<file path="config.mk">
export PLATFORM = sky130hd
export DESIGN_NAME = statusUnit
export DESIGN_NICKNAME = d
export VERILOG_FILES = /design/src/logic/statusUnit.sv
export SDC_FILE = /design/constraint.sdc
export NUM_CORES = 1
export LEC_CHECK = 0
export ABC_CLOCK_PERIOD_IN_PS = 2000
export BUFFER_PORTS_ARGS = -buffer_cell sky130_fd_sc_hd__buf_2
export CAP_MARGIN = 15
export CORE_MARGIN = 1.5
export CORE_UTILIZATION = 40
export CTS_CLUSTER_DIAMETER = 30
export DETAILED_ROUTE_END_ITERATION = 10
export GPL_TIMING_DRIVEN = 0
export PLACE_DENSITY = 0.65
export SYNTH_ARGS = -nofsm -noshare
export SYNTH_HDL_FRONTEND = slang
export SYNTH_SLANG_ARGS = --single-unit
</file>
<file path="constraint.sdc">
create_clock -name clk -period 2 [get_ports clk]
set_input_delay 0.4 -clock clk [delete_from_list [all_inputs] [get_ports clk]]
set_output_delay 0.4 -clock clk [all_outputs]
set_load 0.01 [all_outputs]
</file>
<file path="src/logic/statusUnit.sv">
`timescale 1ns/1ps

module statusUnit (
        input  logic        clk,
        input  logic        reset,
        input  logic        halted,
        input  logic        branchTaken,
        input  logic        jumpTaken,
        input  logic        showReq,
        input  logic [31:0] showValue,
        output logic [31:0] ledData,
        output logic [31:0] countAll,
        output logic [31:0] countBranch,
        output logic [31:0] countJump
);

        always_ff @(posedge clk) begin
                if (reset) begin
                        countAll <= '0;
                        countBranch <= '0;
                        countJump <= '0;
                        ledData <= '0;
                end else begin
                        // cycles only count while the core runs
                        if (!halted)
                                countAll <= countAll + 32'd1;
                        if (branchTaken)
                                countBranch <= countBranch + 32'd1;
                        if (jumpTaken)
                                countJump <= countJump + 32'd1;
                        if (showReq)
                                ledData <= showValue;
                end
        end
endmodule

</file>
==> results.json <==
{
  "vias_per_cell": 5.47,
  "floorplan.initialDensity_pct": 40.6,
  "cts.path.max_buffers": 2,
  "r2r-start": "countBranch[7]$_SDFFE_PP0P_",
  "cts_tree": "done",
  "whs_endpoint": "ledData[11]$_SDFFE_PP0P_",
  "antenna_cells": 0,
  "wire_length_of_the_first_global_routing_pass_um": 23300,
  "rr_endpoint": "countBranch[25]$_SDFFE_PP0P_",
  "finalWirelength_um": 15000,
  "worst-r2r-cell-count": 5,
  "pre_cts_ws_ps": -241,
  "grt_max_degree": 17,
  "synthArstFlopShare_pct": 0,
  "number_of_global_route_vias_before_repair": 4883,
  "timing.final.max_slew_violations": 0,
  "fillerInstances": 1318,
  "max_slew.worst_pin.slew_ps": 712,
  "report.final.hold_viol_count": 0,
  "detail_route.first_pass.iterations": 4,
  "startpoint_type": "flop",
  "critical_path.max_fanout": 7,
  "maxSlewHeadroom_pct": 52.5,
  "timing.critical_path.cells": "nand4_1, or4_4, buf_4, or4_1, a21oi_1",
  "clk_transition_reported_paths_ps": 50,
  "min_delay_path_depth": 3,
  "fmax_mhz": 511,
  "ys_seq_area_share_pct": 45.8,
  "die_h_um": 121,
  "dp_hpwl_um": 10800,
  "synth-warning-count": 0,
  "final_worst_path_cycle_share_pct": 97.8,
  "ir_worst_vdd_mv": 0.447,
  "synth_top_flop_cell": "dfxtp_1",
  "critPathCaptureType": "flop",
  "dieArea_um2": 14700,
  "post_cts_hold_buffer_count": 0,
  "fin_nets": 850,
  "share_of_layout_cells_above_drive_strength_1_pct": 31.6,
  "cts_max_level": 4,
  "cts_buffers": 17,
  "globalRouteMet2Util_pct": 33.0,
  "num_rows": 43,
  "root_buffer": "clkbuf_16",
  "antenna_found_initial": 0,
  "worst_hold_path_type": "input pin to flop",
  "postSynthCellCount": 625,
  "vias": 5485,
  "timing.setup.tns_ps": 0,
  "area_of_the_core_region_um2": 13800,
  "crit_path_max_incr_delay_ps": 560,
  "chipWidth_um": 121,
  "grt_use_met1_pct": 24.6,
  "critical_path.slowest_cell": "or4_4",
  "critPathRequiredTime_ps": 2330,
  "timing.reg2reg.setup_slack_ps": 40,
  "buffer_ports.inserted": 163,
  "power.density_cell_area_nw_per_um2": 773,
  "ant_nets": 0,
  "setup_viol_count_final": 0,
  "detail_route.iter0.violations": 230,
  "holdCritStartpoint": "showValue[11]",
  "synth_enable_flop_cells": 0,
  "post_drt_wl_per_cell_um": 15.0,
  "grtUsageMet3_pct": 5.55,
  "min_period_ps": 1960,
  "final.setup_skew_ps": 7.49,
  "post_synth_num_cell_types": 37,
  "run_status": "finished, final reports clean",
  "worst_slack_ps": 44.8,
  "crit_arrival_ps": 2280,
  "cap_violations": 0,
  "postSynthNetCount": 666,
  "gp_routability_congestion": 0.843,
  "drc": 0,
  "grt_util_all_layers_pct": 19.9,
  "avgSynthCellArea_um2": 8.94,
  "io-pin-count": 166,
  "synth-seq-cells": 128,
  "leakagePower_nw": 3.01,
  "top_usage_layer": "met2",
  "critical_path_class": "flop to flop",
  "area_growth_pct": 31.6,
  "gr-total-overflow": 0,
  "count_of_clock_tree_sinks": 128,
  "clkLatencyLatePin_ps": 410,
  "syn_area_um2": 5590
}
metal layers:
layer,wire (µm),vias up
met5,0,-
li1,-,2703
met3,1000,15
met4,145,0
met2,7100,186
met1,6730,2581
placed cells by master, fill, tap and decap left out, drive strengths merged, types with 29 or more instances in the layout:
| master | count |
|---|---|
| buf | 186 |
| mux2i | 35 |
| nand3 | 29 |
| dfxtp | 128 |
| o31ai | 41 |
| a21oi | 59 |
| nand4 | 32 |
| nor2 | 71 |
| or4 | 47 |
| clkbuf | 45 |
cell usage after synthesis (all sizes together) (8+ instances only):
| cell | number | area share, % |
|---|---|---|
| dfxtp | 128 | 46 |
| nor2 | 71 | 4.8 |
| a21oi | 59 | 5.3 |
| or4 | 47 | 6.4 |
| o31ai | 41 | 5.5 |
| mux2i | 35 | 6.3 |
| nand4 | 32 | 3.7 |
| clkbuf | 31 | 2.1 |
| nand3 | 29 | 2.6 |
| nand2 | 27 | 1.8 |
| xor2 | 20 | 3.1 |
| or3 | 16 | 1.8 |
| o21ai | 15 | 1.3 |
| and4 | 14 | 2.2 |
| xnor2 | 13 | 2.0 |
| inv | 12 | 0.81 |
| buf | 8 | 0.74 |
worst max path at each step:
stage                                      start                      endpoint  slack (ps)  cells past startpoint
floorplan           countBranch[15]$_SDFFE_PP0P_  countBranch[31]$_SDFFE_PP0P_           2                      6
global placement                     branchTaken  countBranch[14]$_SDFFE_PP0P_        -200                      7
detailed placement                   branchTaken  countBranch[14]$_SDFFE_PP0P_        -240                      7
CTS                     countAll[7]$_SDFFE_PP0N_     countAll[20]$_SDFFE_PP0N_         -10                      6
global route            countAll[2]$_SDFFE_PP0N_     countAll[31]$_SDFFE_PP0N_         -20                      4
finish               countBranch[7]$_SDFFE_PP0P_  countBranch[25]$_SDFFE_PP0P_          40                      5
cell type report:
cell class / instances / area [µm²] / area share, %
clock inverters: 5 / 27.5 / 0.374
repair buffers: 176 / 913 / 12.4
flip-flops and latches: 128 / 2610 / 35.5
inverters: 12 / 45.0 / 0.612
well taps: 180 / 225 / 3.06
multi-input cells: 446 / 2900 / 39.4
plain buffers: 28 / 128 / 1.73
clock buffers: 27 / 513 / 6.97
state kept, by name (all words and copies together) (netlist names):
register / count
ledData: 32
countBranch: 32
countJump: 32
countAll: 32
power by group:
part           switching [mW]  leakage, nW  total [mW]  internal (mW)
clock                    1.03        0.267        2.77           1.74
sequential             0.0331         1.05        2.63           2.60
combinational           0.160         1.68       0.281          0.121
stage by stage:
step | util, % | total power, mW | cell area [µm²] | std cells | hold slack (ps)
after CTS | 52.6 | 5.77 | 7240 | 998 | 222
final | 53.4 | 5.69 | 7360 | 1002 | 237
after global placement | 48.3 | 2.96 | 6650 | 968 | 464
after floorplan | - | 2.85 | 5610 | 625 | 479
after detailed placement | 48.3 | 2.98 | 6650 | 968 | 477
after global routing | 53.4 | 5.93 | 7360 | 1002 | 224
critical path: cells and delay by family (launching register included):
kind | cells | cell delay, ps
flops | 1 | 380
compound gates | 1 | 180
simple gates | 3 | 1160
buf+inv | 1 | 160
cell families (layout without fill, tap and decap cells):
logic type	after synthesis	after routing	share of synthesized area, %
and+or+nand+nor	257	257	25.8
buffers and inverters	51	248	3.63
adders and majority gates	3	3	0.672
AOI/OAI and AO/OA	117	117	12.4
DFF	128	128	45.8
xor gates and xnor gates	33	33	5.17
muxes	36	36	6.47
repair_timing:
| action | in CTS | in global routing |
|---|---|---|
| endpoints found under the setup margin | 43 | 45 |
| endpoints found under the hold margin | 0 | 0 |
| resized for setup | 18 | 35 |
| pin swaps | 6 | 10 |
| buffers inserted | 5 | 8 |
| cloned | 0 | 0 |
(Power assumes the default switching activity.)
