`src/logic/cpuPkg.sv`:
```
package cpuPkg;

        localparam int IMEM_WORDS = 1024;
        localparam int IMEM_AW = $clog2(IMEM_WORDS);
        localparam int DMEM_WORDS = 1024;
        localparam int DMEM_AW = $clog2(DMEM_WORDS);

        // value in register 2 that makes syscall stop the core
        localparam logic [31:0] HALT_CODE = 32'd10;

        typedef enum logic [5:0] {
                OP_SPECIAL = 6'h00,
                OP_J       = 6'h02,
                OP_JAL     = 6'h03,
                OP_BEQ     = 6'h04,
                OP_BNE     = 6'h05,
                OP_ADDI    = 6'h08,
                OP_ANDI    = 6'h0c,
                OP_ORI     = 6'h0d,
                OP_LUI     = 6'h0f,
                OP_LW      = 6'h23,
                OP_SW      = 6'h2b
        } opcodeT;

        typedef enum logic [5:0] {
                F_SLL     = 6'h00,
                F_SRL     = 6'h02,
                F_JR      = 6'h08,
                F_SYSCALL = 6'h0c,
                F_ADD     = 6'h20,
                F_SUB     = 6'h22,
                F_AND     = 6'h24,
                F_OR      = 6'h25,
                F_SLT     = 6'h2a
        } functT;

        typedef enum logic [3:0] {
                ALU_ADD,
                ALU_SUB,
                ALU_AND,
                ALU_OR,
                ALU_SLT,
                ALU_SLL,
                ALU_SRL,
                ALU_LUI
        } aluOpT;

        typedef struct packed {
                aluOpT aluOp;
                logic  aluSrcImm;
                logic  regWrite;
                logic  memRead;
                logic  memWrite;
                logic  isBeq;
                logic  isBne;
                logic  isJump;
                logic  isJal;
                logic  isJr;
                logic  isSyscall;
                // shifts take rt as the operand and shamt as the amount
                logic  shiftByShamt;
        } ctrlT;

endpackage

```
`src/logic/stageBus.sv`:
```
`timescale 1ns/1ps

// one instruction between ID/EX and the execute stage
interface decExBus;
        import cpuPkg::*;

        ctrlT        ctrl;
        logic [31:0] rsValue;
        logic [31:0] rtValue;
        logic [31:0] imm;
        logic [4:0]  shamt;
        logic [25:0] jumpIndex;
        logic [4:0]  dest;
        logic [31:0] pcPlus4;
        logic        valid;

        modport src(output ctrl, rsValue, rtValue, imm, shamt, jumpIndex, dest, pcPlus4, valid);
        modport dst(input ctrl, rsValue, rtValue, imm, shamt, jumpIndex, dest, pcPlus4, valid);
endinterface


```
`src/logic/decodeStage.sv`:
```
`timescale 1ns/1ps

module decodeStage (
        input  logic        clk,
        input  logic        reset,
        input  logic [31:0] instr,
        input  logic [31:0] pcPlus4,
        input  logic        valid,
        input  logic        flush,
        input  logic        wbWrite,
        input  logic [4:0]  wbDest,
        input  logic [31:0] wbData,
        decExBus.src        dx
);
        import cpuPkg::*;

        logic [31:0] regs [32];
        opcodeT      op;
        functT       fn;
        ctrlT        ctrl;
        logic [4:0]  rsAddr;
        logic [4:0]  rtAddr;
        logic [31:0] rsValue;
        logic [31:0] rtValue;
        logic [31:0] imm;
        logic [4:0]  dest;

        assign op = opcodeT'(instr[31:26]);
        assign fn = functT'(instr[5:0]);

        always_comb begin
                ctrl = '0;
                ctrl.aluOp = ALU_ADD;
                case (op)
                        OP_SPECIAL: begin
                                case (fn)
                                        F_ADD: ctrl.regWrite = 1'b1;
                                        F_SUB: {ctrl.aluOp, ctrl.regWrite} = {ALU_SUB, 1'b1};
                                        F_AND: {ctrl.aluOp, ctrl.regWrite} = {ALU_AND, 1'b1};
                                        F_OR:  {ctrl.aluOp, ctrl.regWrite} = {ALU_OR, 1'b1};
                                        F_SLT: {ctrl.aluOp, ctrl.regWrite} = {ALU_SLT, 1'b1};
                                        F_SLL: begin
                                                ctrl.aluOp = ALU_SLL;
                                                ctrl.regWrite = 1'b1;
                                                ctrl.shiftByShamt = 1'b1;
                                        end
                                        F_SRL: begin
                                                ctrl.aluOp = ALU_SRL;
                                                ctrl.regWrite = 1'b1;
                                                ctrl.shiftByShamt = 1'b1;
                                        end
                                        F_JR:      ctrl.isJr = 1'b1;
                                        F_SYSCALL: ctrl.isSyscall = 1'b1;
                                        default:   ;
                                endcase
                        end
                        OP_J:    ctrl.isJump = 1'b1;
                        OP_JAL:  {ctrl.isJump, ctrl.isJal, ctrl.regWrite} = 3'b111;
                        OP_BEQ:  ctrl.isBeq = 1'b1;
                        OP_BNE:  ctrl.isBne = 1'b1;
                        OP_ADDI: {ctrl.aluSrcImm, ctrl.regWrite} = 2'b11;
                        OP_ANDI: {ctrl.aluOp, ctrl.aluSrcImm, ctrl.regWrite} = {ALU_AND, 2'b11};
                        OP_ORI:  {ctrl.aluOp, ctrl.aluSrcImm, ctrl.regWrite} = {ALU_OR, 2'b11};
                        OP_LUI:  {ctrl.aluOp, ctrl.aluSrcImm, ctrl.regWrite} = {ALU_LUI, 2'b11};
                        OP_LW:   {ctrl.aluSrcImm, ctrl.regWrite, ctrl.memRead} = 3'b111;
                        OP_SW:   {ctrl.aluSrcImm, ctrl.memWrite} = 2'b11;
                        default: ;
                endcase
        end

        // syscall reads its code from r2 and its display value from r4
        assign rsAddr = ctrl.isSyscall ? 5'd2 : instr[25:21];
        assign rtAddr = ctrl.isSyscall ? 5'd4 : instr[20:16];

        // write-through so WB and ID can share a cycle
        assign rsValue = (rsAddr == 5'd0) ? 32'd0 :
                (wbWrite && wbDest == rsAddr) ? wbData : regs[rsAddr];
        assign rtValue = (rtAddr == 5'd0) ? 32'd0 :
                (wbWrite && wbDest == rtAddr) ? wbData : regs[rtAddr];

        always_ff @(posedge clk) begin
                if (wbWrite && wbDest != 5'd0)
                        regs[wbDest] <= wbData;
        end

        assign imm = (op == OP_ANDI || op == OP_ORI) ? {16'd0, instr[15:0]} :
                {{16{instr[15]}}, instr[15:0]};
        assign dest = ctrl.isJal ? 5'd31 : (op == OP_SPECIAL) ? instr[15:11] : instr[20:16];

        // ID/EX register
        always_ff @(posedge clk) begin
                if (reset)
                        dx.valid <= 1'b0;
                else
                        dx.valid <= valid & ~flush;
        end

        always_ff @(posedge clk) begin
                dx.ctrl <= ctrl;
                dx.rsValue <= rsValue;
                dx.rtValue <= rtValue;
                dx.imm <= imm;
                dx.shamt <= instr[10:6];
                dx.jumpIndex <= instr[25:0];
                dx.dest <= dest;
                dx.pcPlus4 <= pcPlus4;
        end
endmodule

```
`src/flat_wrapper.sv`:
```
// flat-port wrapper written by rule: the top's interface ports become plain ports
module decodeStage_flat import cpuPkg::*;
  (clk, reset, instr, pcPlus4, valid, flush, wbWrite, wbDest, wbData, dx_ctrl, dx_rsValue, dx_rtValue, dx_imm, dx_shamt, dx_jumpIndex, dx_dest, dx_pcPlus4, dx_valid);
  decExBus dx_i ();
  input  logic clk;
  input  logic reset;
  input  logic [31:0] instr;
  input  logic [31:0] pcPlus4;
  input  logic valid;
  input  logic flush;
  input  logic wbWrite;
  input  logic [4:0] wbDest;
  input  logic [31:0] wbData;
  output wire logic [$bits(dx_i.ctrl)-1:0] dx_ctrl;
  output wire logic [$bits(dx_i.rsValue)-1:0] dx_rsValue;
  output wire logic [$bits(dx_i.rtValue)-1:0] dx_rtValue;
  output wire logic [$bits(dx_i.imm)-1:0] dx_imm;
  output wire logic [$bits(dx_i.shamt)-1:0] dx_shamt;
  output wire logic [$bits(dx_i.jumpIndex)-1:0] dx_jumpIndex;
  output wire logic [$bits(dx_i.dest)-1:0] dx_dest;
  output wire logic [$bits(dx_i.pcPlus4)-1:0] dx_pcPlus4;
  output wire logic [$bits(dx_i.valid)-1:0] dx_valid;
  assign dx_ctrl = dx_i.ctrl;
  assign dx_rsValue = dx_i.rsValue;
  assign dx_rtValue = dx_i.rtValue;
  assign dx_imm = dx_i.imm;
  assign dx_shamt = dx_i.shamt;
  assign dx_jumpIndex = dx_i.jumpIndex;
  assign dx_dest = dx_i.dest;
  assign dx_pcPlus4 = dx_i.pcPlus4;
  assign dx_valid = dx_i.valid;
  decodeStage u_core (.clk(clk), .reset(reset), .instr(instr), .pcPlus4(pcPlus4), .valid(valid), .flush(flush), .wbWrite(wbWrite), .wbDest(wbDest), .wbData(wbData), .dx(dx_i));
endmodule
```
`config.mk`:
```
export PLATFORM = sky130hd
export DESIGN_NAME = decodeStage_flat
export DESIGN_NICKNAME = d
export VERILOG_FILES = /design/src/logic/cpuPkg.sv /design/src/logic/stageBus.sv /design/src/logic/decodeStage.sv /design/src/flat_wrapper.sv
export SDC_FILE = /design/constraint.sdc
export NUM_CORES = 2
export LEC_CHECK = 0
export BUFFER_PORTS_ARGS = -buffer_cell sky130_fd_sc_hd__buf_2
export CORE_MARGIN = 10
export CORE_UTILIZATION = 35
export CTS_CLUSTER_SIZE = 28
export DETAILED_ROUTE_END_ITERATION = 10
export SYNTH_ARGS = -nofsm -noshare
export SYNTH_HDL_FRONTEND = slang
export SYNTH_SLANG_ARGS = --single-unit
```
`constraint.sdc`:
```
create_clock -name clk -period 3.2 [get_ports clk]
set_input_delay 0.32 -clock clk [delete_from_list [all_inputs] [get_ports clk]]
set_output_delay 0.32 -clock clk [all_outputs]
set_load 0.005 [all_outputs]
```
==> implementation parameters <==
Parameter                              Value

Clock network
  Count of instances resized after the clock tree is built ... 0
  TritonCTS Buffers ... 134
  Largest buffer count on any clock path ... 3
  Setup Fix Bufs, Post-CTS ... 0
  Clk_lat worst skew ... about 0.8 ns
  Clock root buffer ... sky130_fd_sc_hd__clkbuf_16
  Clock Sinks ... ~1200
  TritonCTS clock tree ... yes
  Number of H-tree levels ... 4
  Clock slew at the register clock pins of the worst setup and hold paths ... 0.06 ns

Timing
  Clock skew ... about 0.067 ns
  Setup TNS ... 0 ns
  Part of the cycle the worst path needs ... 94.2%
  Min cycle time layout ... 3.01 ns
  Achievable Freq ... around 330 MHz
  Relative max-transition margin ... approximately a third
  Final Setup Violations ... 0
  Slew Limit Fails ... 0
  Slew @ Worst Pin ... a little under 1 ns
  Setup repair after global routing missed its margin ... false
  Final Hold Vio Count ... 0

Critical path
  Crit-path max FO ... 32
  Crit. End Element ... flop
  Delay contributed by the slowest stage of the critical path ... slightly below 0.6 ns
  Critical path data arrival time ... between 3 and 4 ns
  Crit Path Category ... in2reg
  Cell class contributing the biggest share of worst-path delay ... buffers and inverters
  Worst path bufs/invs ... 6
  Chain of cells forming the critical path ... dlygate4sd3_1, buf_2, nor4bb_2, buf_4, buf_4, and4_4, buf_12, buf_12, nor2_1, a21oi_1, a211oi_1, nor4_1, o21ai_1
  Critical path data required time ... 3.87 ns
  Slowest CP cell ... sky130_fd_sc_hd__nor4_1
  CP startpoint kind ... input pin

Drt
  Total wire length after detailed routing ... about 210000 um
  DRC violation total after the first TritonRoute iteration ... 6469
  Initial DRT Pass Iterations ... 7
  Wire length per cell ... 32.7 um
  Per-cell via count in the routed design ... 6.32
  DRC errors left ... 0
  Number of vias in the routed layout ... 41438
  Post-route ant nets ... 0

Floorplan
  Die Outline Area ... 169000 um^2
  Core ar. ... 152000 um^2
  Num ports ... approximately 290
  Die width ... 411 um
  Starting Density ... between 30% and 40%
  Row count ... about 140
  Die Height ... between 400 and 500 um

Synthesis
  Synthesized instance count ... 3955
  Post-synthesis simple-gate area fraction ... under 10%
  Count of yosys warnings during synthesis ... 0
  Average cell area after synthesis ... approximately 14 um^2
  Share of flip-flops with an asynchronous set or reset ... 0%
  Sequential element share of the synthesized area ... 62.7%
  Predominant post-synthesis flop cell ... sky130_fd_sc_hd__edfxtp_1
  Largest family of logic cells by synthesized area ... multiplexers
  Compound-gate portion of the synthesized area ... 12.5%
  Synth cell types ... 78
  Multiplexer area fraction after synthesis ... between 10 and 15%
  Yosys top cell area share ... 57.4%
  Cell type contributing the most total cell area after synthesis ... sky130_fd_sc_hd__edfxtp_1
  Mapped cell area ... 53600 um^2
  Flip-flop and latch count after synthesis ... between 1000 and 1500
  Share of synthesized cell area in full adder, half adder and majority cells ... 0%
  Cells taking the most area after synthesis ... sky130_fd_sc_hd__edfxtp_1 (57%), sky130_fd_sc_hd__mux4_2 (6.4%), sky130_fd_sc_hd__dfxtp_1 (5.3%)
  Synth Area in XOR/XNOR ... 0.128%
  Number of flops mapped to enable cells by yosys ... 1024

Finish
  Most frequent standard cell in the layout excluding fill and tap cells ... sky130_fd_sc_hd__edfxtp_1
  Total number of nets in the final design ... 4515
  Top library cells by usage in the layout, fill and taps aside ... sky130_fd_sc_hd__edfxtp_1 (1024), sky130_fd_sc_hd__a21oi_1 (310), sky130_fd_sc_hd__buf_2 (278)
  Count of fill cells added during filler insertion ... between 10000 and 15000
  Layout cells sized above 1 ... 25.3%
  Area growth from synthesis to final layout ... 20.7%

Pwr
  Power density cells ... 557 nW/um^2
  Overall power consumption ... 36.0 mW
  Max VDD drop ... ~0.46 mV
  Leakage Power ... 22.1 nW

Global routing
  Number of global-route vias before repair ... roughly 40000
  Total global routing track utilization ... 24.4%
  Initial antenna violation count ... 19
  Remaining Overflow, GRT ... 0
  First-pass GRT wire length ... approximately 300000 um
  Maximum number of pins on one net before global-route repair ... 81

Job
  Count of maximum capacitance violations ... 0

Placement
  Routability cong. ... 0.918
  Number of buffers added on ports ... 284
  Dpl hpwl ... ~130000 um

Min path
  Path type of the worst min-delay path ... in2reg

Run status
  Run status ... complete, no violations
-- final timing paths --
kind | cells after the start | slack, ns | to | startpoint
setup reg to reg | 6 | 1.13 | u_core.dx.rtValue[10] | u_core.regs[26][10]
hold reg to reg | 3 | 0.70 | u_core.dx.rtValue[18] | u_core.regs[0][18]
hold / removal | 1 | 0.05 | u_core.regs[29][31] | wbData[31]
setup / recovery | 13 | 0.19 | u_core.dx.rtValue[15] | instr[1]
-- layout make-up --
class,instances,area [um^2],area share [%]
Multi-Input combinational cell,2424,18600,28.8
Timing Repair Buffer,648,5350,8.27
Antenna cell,7,17.5,0.0271
Clock buffer,178,3640,5.63
Clock inverter,69,800,1.24
Tap cell,2030,2540,3.93
Sequential cell,1167,33600,52.0
Inverter,34,128,0.197
-- cell usage after synthesis (26+ instances only) --
| library cell | number |
|---|---|
| sky130_fd_sc_hd__o221ai_1 | 47 |
| sky130_fd_sc_hd__edfxtp_1 | 1024 |
| sky130_fd_sc_hd__dfxtp_1 | 143 |
| sky130_fd_sc_hd__nand2b_1 | 51 |
| sky130_fd_sc_hd__buf_4 | 53 |
| sky130_fd_sc_hd__o22ai_1 | 86 |
| sky130_fd_sc_hd__a221oi_1 | 60 |
| sky130_fd_sc_hd__a2111oi_0 | 26 |
| sky130_fd_sc_hd__nand2_1 | 223 |
| sky130_fd_sc_hd__mux4_2 | 153 |
| sky130_fd_sc_hd__nand3_1 | 27 |
| sky130_fd_sc_hd__a211oi_1 | 62 |
| sky130_fd_sc_hd__mux2_2 | 141 |
| sky130_fd_sc_hd__mux2i_1 | 253 |
| sky130_fd_sc_hd__buf_2 | 122 |
| sky130_fd_sc_hd__o21ai_0 | 223 |
| sky130_fd_sc_hd__nor4_1 | 46 |
| sky130_fd_sc_hd__clkbuf_1 | 158 |
| sky130_fd_sc_hd__nor2_1 | 274 |
| sky130_fd_sc_hd__nand4_1 | 29 |
| sky130_fd_sc_hd__inv_1 | 29 |
| sky130_fd_sc_hd__nor3_1 | 55 |
| sky130_fd_sc_hd__a31oi_1 | 28 |
| sky130_fd_sc_hd__a21oi_1 | 310 |
-- where the power goes --
part	internal (mW)	switching (mW)
combinational	1.29	2.22
sequential	16.9	0.266
clock	8.67	6.69
total	26.9	9.17
-- registers in the layout, indices dropped and copies added (netlist names) --
name,count
u_core.dx.jumpIndex,26
u_core.dx.rtValue,32
u_core.regs,1024
u_core.dx.rsValue,32
u_core.dx.imm,1
u_core.dx.pcPlus4,32
u_core.dx.valid,1
u_core.dx.ctrl,14
u_core.dx.dest,5
-- stage by stage --
step,cells,util (%),setup WS (ns),instance area (um^2),hold slack [ns]
after floorplan,3987,-,0.287,53700,0.348
after global placement,6230,39.1,-0.0386,59500,0.422
after detailed placement,6230,39.1,-0.0522,59500,0.424
after CTS,6550,42.5,0.248,64700,0.000826
after global routing,6557,42.5,0.0884,64700,0.0551
final,6557,42.5,0.186,64700,0.0456
-- per-layer routing --
metal	vias to the layer above	share of wire [%]	track usage [%]
met5	-	0.017	0
met3	675	14	7.82
met1	20722	38	32.8
li1	16551	-	-
met2	3484	42	35.0
met4	6	5.7	12.5
-- kinds of logic after synthesis --
| kind of cell | after synthesis |
|---|---|
| AOI/OAI and AO/OA | 1031 |
| xor gates and xnor gates | 7 |
| buffers and inverters | 396 |
| DFF | 1167 |
| muxes | 547 |
| other | 1 |
| and+or+nand+nor | 806 |
-- repair_timing --
action	in CTS	in global routing
endpoints found under the hold margin	112	0
setup endpoints to repair	0	0
hold buffers	73	0
(Power assumes the default switching activity.)
